**src/logic/exe_pkg.sv**
```systemverilog
package exe_pkg;

    typedef logic [31:0] word_t;
    typedef logic [4:0]  reg_addr_t;
    typedef logic [15:0] imm_t;
    typedef logic [3:0]  strb_t;
    typedef logic [1:0]  size_t;
    typedef logic [4:0]  excode_t;

    localparam excode_t EX_ADEL = 5'd4;
    localparam excode_t EX_ADES = 5'd5;
    localparam excode_t EX_OV   = 5'd12;

    // access sizes as seen on the memory request
    localparam size_t SIZE_BYTE = 2'd0;
    localparam size_t SIZE_HALF = 2'd1;
    localparam size_t SIZE_WORD = 2'd2;

    typedef enum logic [4:0] {
        OP_ADD, OP_ADDU, OP_SUB, OP_SUBU, OP_SLT, OP_SLTU,
        OP_AND, OP_OR, OP_XOR, OP_NOR, OP_SLL, OP_SRL, OP_SRA, OP_LUI,
        OP_MULT, OP_MULTU, OP_MFHI, OP_MFLO, OP_MTHI, OP_MTLO,
        OP_LB, OP_LH, OP_LW, OP_SB, OP_SH, OP_SW
    } exe_op_t;

    typedef enum logic [1:0] {
        IMM_NONE,
        IMM_SIGNED,
        IMM_ZERO
    } imm_mode_t;

    typedef enum logic [3:0] {
        ALU_ADD, ALU_ADDU, ALU_SUB, ALU_SUBU, ALU_SLT, ALU_SLTU, ALU_AND,
        ALU_OR, ALU_XOR, ALU_NOR, ALU_SLL, ALU_SRL, ALU_SRA, ALU_LUI
    } alu_fn_t;

    typedef struct packed {
        exe_op_t   op;
        imm_mode_t imm_mode;
        word_t     rs_value;
        word_t     rt_value;
        imm_t      imm;
        reg_addr_t dest;
        word_t     pc;
    } exe_cmd_t;

    typedef struct packed {
        alu_fn_t   alu_fn;
        logic      src1_is_sa;
        logic      src2_is_imm;
        logic      imm_signed;
        logic      ov_check;
        logic      mult;
        logic      mult_signed;
        logic      hi_we;
        logic      lo_we;
        logic      res_from_hi;
        logic      res_from_lo;
        logic      mem_re;
        logic      mem_we;
        size_t     mem_size;
        logic      gr_we;
        word_t     rs_value;
        word_t     rt_value;
        imm_t      imm;
        reg_addr_t dest;
        word_t     pc;
    } exe_ctrl_t;

    typedef struct packed {
        word_t     result;
        logic      overflow_ex;
        word_t     rt_value;
        logic      mem_re;
        logic      mem_we;
        size_t     mem_size;
        logic      gr_we;
        reg_addr_t dest;
        word_t     pc;
    } exe_mid_t;

    typedef struct packed {
        word_t     pc;
        reg_addr_t dest;
        logic      gr_we;
        word_t     result;
        logic      ex;
        excode_t   excode;
        word_t     badvaddr;
    } exe_out_t;

    typedef struct packed {
        logic  we;
        size_t size;
        word_t addr;
        strb_t wstrb;
        word_t wdata;
    } mem_req_t;

endpackage

```
**src/logic/exe_alu.sv**
```systemverilog
module exe_alu (
    input  exe_pkg::alu_fn_t alu_fn,
    input  exe_pkg::word_t   src1,
    input  exe_pkg::word_t   src2,
    output exe_pkg::word_t   result,
    output logic             overflow
);

    logic           subtract;
    exe_pkg::word_t add_b;
    logic [32:0]    add_sum;
    exe_pkg::word_t sum;
    logic           carry_out;
    logic           less_signed;
    logic           less_unsigned;
    logic [4:0]     shamt;

    // one adder for add, sub, compares and addresses
    assign subtract = alu_fn inside {exe_pkg::ALU_SUB, exe_pkg::ALU_SUBU,
                                     exe_pkg::ALU_SLT, exe_pkg::ALU_SLTU};
    assign add_b = subtract ? ~src2 : src2;
    assign add_sum = {1'b0, src1} + {1'b0, add_b} + {32'b0, subtract};
    assign sum = add_sum[31:0];
    assign carry_out = add_sum[32];

    // signed overflow of the adder which the caller masks
    assign overflow = (src1[31] == add_b[31]) && (sum[31] != src1[31]);

    assign less_signed = (src1[31] != src2[31]) ? src1[31] : sum[31];
    // no borrow out means src1 >= src2
    assign less_unsigned = !carry_out;

    assign shamt = src1[4:0];

    always_comb begin
        unique case (alu_fn)
            exe_pkg::ALU_ADD, exe_pkg::ALU_ADDU,
            exe_pkg::ALU_SUB, exe_pkg::ALU_SUBU: result = sum;
            exe_pkg::ALU_SLT: result = {31'b0, less_signed};
            exe_pkg::ALU_SLTU: result = {31'b0, less_unsigned};
            exe_pkg::ALU_AND: result = src1 & src2;
            exe_pkg::ALU_OR: result = src1 | src2;
            exe_pkg::ALU_XOR: result = src1 ^ src2;
            exe_pkg::ALU_NOR: result = ~(src1 | src2);
            exe_pkg::ALU_SLL: result = src2 << shamt;
            exe_pkg::ALU_SRL: result = src2 >> shamt;
            exe_pkg::ALU_SRA: result = $unsigned($signed(src2) >>> shamt);
            exe_pkg::ALU_LUI: result = {src2[15:0], 16'b0};
            default: result = sum;
        endcase
    end

endmodule

```
**src/logic/exe_decode.sv**
```systemverilog
module exe_decode (
    input  logic                clk,
    input  logic                reset,
    input  logic                in_valid,
    input  exe_pkg::exe_cmd_t   in_cmd,
    output logic                ctrl_valid,
    output exe_pkg::exe_ctrl_t  ctrl
);

    exe_pkg::exe_ctrl_t ctrl_next;

    always_comb begin
        ctrl_next = '0;
        ctrl_next.rs_value = in_cmd.rs_value;
        ctrl_next.rt_value = in_cmd.rt_value;
        ctrl_next.imm = in_cmd.imm;
        ctrl_next.dest = in_cmd.dest;
        ctrl_next.pc = in_cmd.pc;
        ctrl_next.src2_is_imm = (in_cmd.imm_mode != exe_pkg::IMM_NONE);
        ctrl_next.imm_signed = (in_cmd.imm_mode == exe_pkg::IMM_SIGNED);
        // most operations write a register
        ctrl_next.gr_we = 1'b1;
        ctrl_next.alu_fn = exe_pkg::ALU_ADD;

        unique case (in_cmd.op)
            exe_pkg::OP_ADD: ctrl_next.ov_check = 1'b1;
            exe_pkg::OP_ADDU: ctrl_next.alu_fn = exe_pkg::ALU_ADDU;
            exe_pkg::OP_SUB: begin
                ctrl_next.alu_fn = exe_pkg::ALU_SUB;
                ctrl_next.ov_check = 1'b1;
            end
            exe_pkg::OP_SUBU: ctrl_next.alu_fn = exe_pkg::ALU_SUBU;
            exe_pkg::OP_SLT: ctrl_next.alu_fn = exe_pkg::ALU_SLT;
            exe_pkg::OP_SLTU: ctrl_next.alu_fn = exe_pkg::ALU_SLTU;
            exe_pkg::OP_AND: ctrl_next.alu_fn = exe_pkg::ALU_AND;
            exe_pkg::OP_OR: ctrl_next.alu_fn = exe_pkg::ALU_OR;
            exe_pkg::OP_XOR: ctrl_next.alu_fn = exe_pkg::ALU_XOR;
            exe_pkg::OP_NOR: ctrl_next.alu_fn = exe_pkg::ALU_NOR;
            exe_pkg::OP_SLL, exe_pkg::OP_SRL, exe_pkg::OP_SRA: begin
                // shift rt by the sa field
                ctrl_next.alu_fn = (in_cmd.op == exe_pkg::OP_SLL) ? exe_pkg::ALU_SLL :
                                   (in_cmd.op == exe_pkg::OP_SRL) ? exe_pkg::ALU_SRL :
                                                                    exe_pkg::ALU_SRA;
                ctrl_next.src1_is_sa = 1'b1;
                ctrl_next.src2_is_imm = 1'b0;
            end
            exe_pkg::OP_LUI: begin
                ctrl_next.alu_fn = exe_pkg::ALU_LUI;
                ctrl_next.src2_is_imm = 1'b1;
            end
            exe_pkg::OP_MULT, exe_pkg::OP_MULTU: begin
                ctrl_next.mult = 1'b1;
                ctrl_next.mult_signed = (in_cmd.op == exe_pkg::OP_MULT);
                ctrl_next.hi_we = 1'b1;
                ctrl_next.lo_we = 1'b1;
                ctrl_next.gr_we = 1'b0;
            end
            exe_pkg::OP_MFHI: ctrl_next.res_from_hi = 1'b1;
            exe_pkg::OP_MFLO: ctrl_next.res_from_lo = 1'b1;
            exe_pkg::OP_MTHI: begin
                ctrl_next.hi_we = 1'b1;
                ctrl_next.gr_we = 1'b0;
            end
            exe_pkg::OP_MTLO: begin
                ctrl_next.lo_we = 1'b1;
                ctrl_next.gr_we = 1'b0;
            end
            exe_pkg::OP_LB, exe_pkg::OP_LH, exe_pkg::OP_LW,
            exe_pkg::OP_SB, exe_pkg::OP_SH, exe_pkg::OP_SW: begin
                // address is always rs plus the signed offset
                ctrl_next.src2_is_imm = 1'b1;
                ctrl_next.imm_signed = 1'b1;
                ctrl_next.mem_re = in_cmd.op inside {exe_pkg::OP_LB, exe_pkg::OP_LH,
                                                     exe_pkg::OP_LW};
                ctrl_next.mem_we = !ctrl_next.mem_re;
                ctrl_next.gr_we = ctrl_next.mem_re;
                ctrl_next.mem_size =
                    (in_cmd.op inside {exe_pkg::OP_LB, exe_pkg::OP_SB}) ? exe_pkg::SIZE_BYTE :
                    (in_cmd.op inside {exe_pkg::OP_LH, exe_pkg::OP_SH}) ? exe_pkg::SIZE_HALF :
                                                                          exe_pkg::SIZE_WORD;
            end
            default: ctrl_next.gr_we = 1'b0;
        endcase
    end

    always_ff @(posedge clk) begin
        if (reset) begin
            ctrl_valid <= 1'b0;
        end else begin
            ctrl_valid <= in_valid;
        end
    end

    always_ff @(posedge clk) begin
        if (in_valid) begin
            ctrl <= ctrl_next;
        end
    end

endmodule

```
**src/logic/exe_execute.sv**
```systemverilog
module exe_execute (
    input  logic               clk,
    input  logic               reset,
    input  logic               ctrl_valid,
    input  exe_pkg::exe_ctrl_t ctrl,
    output logic               mid_valid,
    output exe_pkg::exe_mid_t  mid
);

    exe_pkg::word_t     imm_ext;
    exe_pkg::word_t     src1;
    exe_pkg::word_t     src2;
    exe_pkg::word_t     alu_result;
    logic               alu_overflow;
    logic signed [32:0] mul_a;
    logic signed [32:0] mul_b;
    logic signed [63:0] product;
    exe_pkg::word_t     hi;
    exe_pkg::word_t     lo;
    exe_pkg::word_t     hi_next;
    exe_pkg::word_t     lo_next;
    exe_pkg::word_t     result;

    assign imm_ext = ctrl.imm_signed ? {{16{ctrl.imm[15]}}, ctrl.imm} : {16'b0, ctrl.imm};

    assign src1 = ctrl.src1_is_sa ? {27'b0, ctrl.imm[10:6]} : ctrl.rs_value;
    assign src2 = ctrl.src2_is_imm ? imm_ext : ctrl.rt_value;

    exe_alu u_exe_alu (
        .alu_fn   (ctrl.alu_fn),
        .src1     (src1),
        .src2     (src2),
        .result   (alu_result),
        .overflow (alu_overflow)
    );

    // one signed 33x33 multiplier covers mult and multu
    assign mul_a = {ctrl.mult_signed & ctrl.rs_value[31], ctrl.rs_value};
    assign mul_b = {ctrl.mult_signed & ctrl.rt_value[31], ctrl.rt_value};
    assign product = mul_a * mul_b;

    assign hi_next = ctrl.mult ? product[63:32] : ctrl.rs_value;
    assign lo_next = ctrl.mult ? product[31:0] : ctrl.rs_value;

    always_ff @(posedge clk) begin
        if (reset) begin
            hi <= '0;
            lo <= '0;
        end else if (ctrl_valid) begin
            if (ctrl.hi_we) begin
                hi <= hi_next;
            end
            if (ctrl.lo_we) begin
                lo <= lo_next;
            end
        end
    end

    // mult and mt write no register and give zero
    assign result = ctrl.res_from_hi           ? hi :
                    ctrl.res_from_lo           ? lo :
                    (ctrl.hi_we | ctrl.lo_we)  ? '0 :
                                                 alu_result;

    assign mid_valid = ctrl_valid;

    always_comb begin
        mid.result = result;
        mid.overflow_ex = alu_overflow & ctrl.ov_check;
        mid.rt_value = ctrl.rt_value;
        mid.mem_re = ctrl.mem_re;
        mid.mem_we = ctrl.mem_we;
        mid.mem_size = ctrl.mem_size;
        mid.gr_we = ctrl.gr_we;
        mid.dest = ctrl.dest;
        mid.pc = ctrl.pc;
    end

endmodule

```
**src/logic/exe_result.sv**
```systemverilog
module exe_result (
    input  logic              clk,
    input  logic              reset,
    input  logic              mid_valid,
    input  exe_pkg::exe_mid_t mid,
    output logic              out_valid,
    output exe_pkg::exe_out_t out,
    output logic              mem_valid,
    output exe_pkg::mem_req_t mem_req
);

    logic [1:0]        addr_low;
    logic              misaligned;
    logic              adel;
    logic              ades;
    logic              ex;
    exe_pkg::excode_t  excode;
    exe_pkg::strb_t    wstrb;
    exe_pkg::word_t    wdata;
    exe_pkg::exe_out_t out_next;
    exe_pkg::mem_req_t req_next;

    assign addr_low = mid.result[1:0];

    // halves need bit 0 clear and words both low bits clear
    assign misaligned = ((mid.mem_size == exe_pkg::SIZE_HALF) && addr_low[0]) ||
                        ((mid.mem_size == exe_pkg::SIZE_WORD) && (addr_low != 2'b00));

    assign adel = mid.mem_re & misaligned;
    assign ades = mid.mem_we & misaligned;
    assign ex = mid.overflow_ex | adel | ades;

    // overflow takes priority over the address checks
    assign excode = mid.overflow_ex ? exe_pkg::EX_OV :
                    adel            ? exe_pkg::EX_ADEL :
                    ades            ? exe_pkg::EX_ADES :
                                      '0;

    always_comb begin
        wstrb = '0;
        wdata = '0;
        if (mid.mem_we) begin
            unique case (mid.mem_size)
                exe_pkg::SIZE_BYTE: begin
                    wstrb = 4'b0001 << addr_low;
                    wdata = {4{mid.rt_value[7:0]}};
                end
                exe_pkg::SIZE_HALF: begin
                    wstrb = addr_low[1] ? 4'b1100 : 4'b0011;
                    wdata = {2{mid.rt_value[15:0]}};
                end
                default: begin
                    wstrb = 4'b1111;
                    wdata = mid.rt_value;
                end
            endcase
        end
    end

    always_comb begin
        out_next.pc = mid.pc;
        out_next.dest = mid.dest;
        out_next.gr_we = mid.gr_we & ~ex;
        out_next.result = mid.result;
        out_next.ex = ex;
        out_next.excode = excode;
        out_next.badvaddr = (adel | ades) ? mid.result : '0;

        req_next.we = mid.mem_we;
        req_next.size = mid.mem_size;
        req_next.addr = mid.result;
        req_next.wstrb = wstrb;
        req_next.wdata = wdata;
    end

    always_ff @(posedge clk) begin
        if (reset) begin
            out_valid <= 1'b0;
            mem_valid <= 1'b0;
        end else begin
            out_valid <= mid_valid;
            // a faulting access never reaches memory
            mem_valid <= mid_valid & (mid.mem_re | mid.mem_we) & ~ex;
        end
    end

    always_ff @(posedge clk) begin
        if (mid_valid) begin
            out <= out_next;
            mem_req <= req_next;
        end
    end

endmodule

```
**src/logic/exe_stage.sv**
```systemverilog
module exe_stage (
    input  logic              clk,
    input  logic              reset,
    input  logic              in_valid,
    input  exe_pkg::exe_cmd_t in_cmd,
    output logic              out_valid,
    output exe_pkg::exe_out_t out,
    output logic              mem_valid,
    output exe_pkg::mem_req_t mem_req
);

    logic               ctrl_valid;
    exe_pkg::exe_ctrl_t ctrl;
    logic               mid_valid;
    exe_pkg::exe_mid_t  mid;

    // command registered at edge k
    exe_decode u_exe_decode (
        .clk        (clk),
        .reset      (reset),
        .in_valid   (in_valid),
        .in_cmd     (in_cmd),
        .ctrl_valid (ctrl_valid),
        .ctrl       (ctrl)
    );

    // combinational except for HI/LO
    exe_execute u_exe_execute (
        .clk        (clk),
        .reset      (reset),
        .ctrl_valid (ctrl_valid),
        .ctrl       (ctrl),
        .mid_valid  (mid_valid),
        .mid        (mid)
    );

    // result and memory request registered at edge k+1
    exe_result u_exe_result (
        .clk       (clk),
        .reset     (reset),
        .mid_valid (mid_valid),
        .mid       (mid),
        .out_valid (out_valid),
        .out       (out),
        .mem_valid (mem_valid),
        .mem_req   (mem_req)
    );

endmodule

```
**config.mk**
```make
export PLATFORM = sky130hd
export DESIGN_NAME = exe_stage
export DESIGN_NICKNAME = d
export VERILOG_FILES = /design/src/logic/exe_pkg.sv /design/src/logic/exe_alu.sv /design/src/logic/exe_decode.sv /design/src/logic/exe_execute.sv /design/src/logic/exe_result.sv /design/src/logic/exe_stage.sv
export SDC_FILE = /design/constraint.sdc
export NUM_CORES = 2
export LEC_CHECK = 0
export BUFFER_PORTS_ARGS = -buffer_cell sky130_fd_sc_hd__buf_4
export CORE_MARGIN = 3
export CORE_UTILIZATION = 40
export DETAILED_ROUTE_END_ITERATION = 7
export PLACE_DENSITY = 0.67
export SYNTH_ARGS = -nofsm -noshare
export SYNTH_HDL_FRONTEND = slang
export SYNTH_HIERARCHICAL = 1
export SYNTH_SLANG_ARGS = --single-unit
```
**constraint.sdc**
```tcl
create_clock -name clk -period 7.8 [get_ports clk]
set_input_delay 2.34 -clock clk [delete_from_list [all_inputs] [get_ports clk]]
set_output_delay 2.34 -clock clk [all_outputs]
set_load 0.005 [all_outputs]
```
==> reports/results.txt <==
Hold Crit Class = flop to flop
Post-synthesis instance total = 6447
Area Overhead vs Synth = 11.8%
Register area share after synthesis = 16.1%
First-pass GRT wire length = 304000 microns
Vias per cell = 5.47
Vias in the first global route = 49500
Max cap viols = 0
GRT met2 Usage = 41.6%
Worst path required time = 8.29 ns
Root buf cell = clkbuf_16
DRT iter0 DRCs = 4319
CP startpoint kind = flop
Die area = 0.157 sq mm
Synthesis warning total = 6
DRC violations left = 0
Pre-CTS setup slack = 0.0372 ns
Buffers added on ports = 305
Setup total negative slack = 0 ns
TritonCTS clock tree = yes
CTS clk-pin slew, worst paths = 0.06 ns
Vias = 47300
Minimum clock period after layout = 7.57 ns
Yosys top cell area share = 37.0%
Cell Rows = 142
Final Util = 45.2%
Final worst setup slack = 0.235 ns
GRT Max-Usage Layer = met2
Outcome = finished clean
Synth area leaders = fa_1 37%, edfxtp_1 14%, inv_1 7.4%
Routing usage on met3 = 4.38%
Synth Cell Area = 0.0609 sq mm
Clock sinks = 348
Crit path DAT = 8.06 ns
Routed len/inst = 22.9 microns
Final setup viols = 0
Fin crit share = 97.0%
Clock Tree Buf Depth = 3
Synth cell types = 108
Fmax = 0.132 GHz
Initial antenna violation count = 14
Total Wirelength = 198000 microns
Io pins = 308
Skew final = 0.0382 ns
RSZ-0062 raised after global routing = yes
CTS buffer count = 38
Post-synth top area cell = fa_1
Most common library cells after synthesis = 1208 x inv_1, 1126 x fa_1, 890 x nand2_1, 418 x and2_1, 360 x clkbuf_1
Met1 Usage GRT = 32.8%
Setup CP Type = flop to flop
Total gr overflow = 0
Slew headroom = 22.2%
Fraction of layout cells with a size suffix above 1 = 13.8%
Global placement routability congestion = 1.00
Layout net count = 8157
CP Capture Type = flop
Crit-path max FO = 13
Fraction of registers with async set/reset = 0%
Largest net degree at the start of global routing = 86
Post-synth EDFFs = 281
Register bit total from synthesis = 348
Most common cell in the netlist = inv_1
Core area = 0.150 sq mm
Insertion delay to the later sink of the worst-skew pair = 0.61 ns
Die Wd = 396 microns
Syn Area/Cell = 9.45 sq um
Worst-margin pin slew = 1.15 ns
Final Max Slew Viols = 0
Initial Utilization = 40.5%
Drt first pass iters = 8
DRT antenna net count = 0
Post-DP HPWL = 159000 microns
H-tree depth = 2
Total GRT Usage = 25.2%
DIE HEIGHT = 396 microns
Final Hold Violating Endpoints = 0
Dominant synthesized flop cell = edfxtp_1
-- worst max-delay path, stage by stage, from the launching register on --
cell and delay [ns]:
edfxtp_1 0.39, buf_4 0.19, buf_4 0.20, and3_1 0.24
fa_1 0.56, inv_1 0.09, fa_2 0.62, buf_4 0.17
fa_1 0.42, inv_1 0.09, fa_1 0.45, fa_1 0.56
fa_1 0.50, inv_1 0.05, fa_1 0.46, fa_1 0.51
inv_1 0.04, ha_1 0.28, nand4_1 0.16, nor2_1 0.16
and3_1 0.22, nor2b_1 0.16, a32oi_2 0.09, buf_4 0.17
o2bb2ai_2 0.14, nor3_1 0.19, a41oi_1 0.06, a32o_1 0.26
-- per-stage QoR --
| step | instances | cell area, sq um | hold WS [ns] |
|---|---|---|---|
| global route | 8641 | 68100 | 0.422 |
| floorplan | 6448 | 60900 | 0.432 |
| finish | 8645 | 68100 | 0.416 |
| global placement | 8559 | 66300 | 0.401 |
| CTS | 8629 | 67600 | 0.405 |
| detailed placement | 8559 | 66300 | 0.405 |
-- layout make-up --
cell class                 instances  area (sq um)
timing repair buffer             639          5470
clock buffer                      45           977
tap                             2016          2520
sequential                       348          9780
antenna                            4          10.0
clock inverter                    25           332
multi-input combinational       4358         44500
fill                           14200         82400
inverter                        1210          4550
-- cells in the final DEF, fill, tap and decap left out, types with 44 or more instances in the layout --
cell / instances
nor2_1: 175
dfxtp_1: 66
ha_1: 295
xnor2_1: 94
o21ai_0: 206
nand3_1: 48
edfxtp_1: 281
a21o_1: 44
inv_1: 1200
buf_12: 51
fa_1: 1117
buf_4: 578
and2_1: 416
mux2i_1: 86
a22oi_1: 64
nor2b_1: 56
nand2_1: 886
a21oi_1: 177
mux4_2: 58
-- cell families (layout without fill, tap and decap cells) --
group	count (synthesis)	after routing	share of synthesized area (%)
and+or+nand+nor	1811	1811	14.3
muxes	176	176	4.20
AOI/OAI and AO/OA	814	814	8.74
other	1	6	0.00616
buffers and inverters	1742	1919	11.7
xor gates and xnor gates	120	120	1.73
adders and majority gates	1435	1435	43.4
DFF	348	348	16.1
-- worst paths after layout --
path	startpoint	to	slack (ns)	cells after the start
max	u_exe_decode/ctrl[63]	u_exe_execute/hi[31]	0.23	27
min	u_exe_decode/ctrl[6]	u_exe_result/out[82]	0.42	0
max reg2reg	u_exe_decode/ctrl[63]	u_exe_execute/hi[31]	0.23	27
min reg2reg	u_exe_decode/ctrl[6]	u_exe_result/out[82]	0.42	0
-- routing by layer --
metal	vias to the layer above	part of all wire, %
li1	20400	-
met1	24200	39
met2	2261	47
met3	451	8.6
met4	2	5.2
met5	-	0.0061
-- sequential cells by signal, summed over array words and instances, names as in the netlist --
signal,flops
u_exe_result/mem_valid,1
u_exe_decode/ctrl,136
u_exe_execute/lo,32
u_exe_execute/hi,32
u_exe_result/out_valid,1
u_exe_result/out,74
u_exe_result/mem_req,71
u_exe_decode/ctrl_valid,1
-- repair_timing --
action                                  4_1_cts  5_1_grt
hold buffers                                  0        0
gates resized for setup                       0       89
endpoints found under the setup margin        0       31
setup buffers                                 0       12
Power is left out: the tool's default activity adds up to more than one toggle a clock period on the data nets, which glitch-free logic cannot reach.
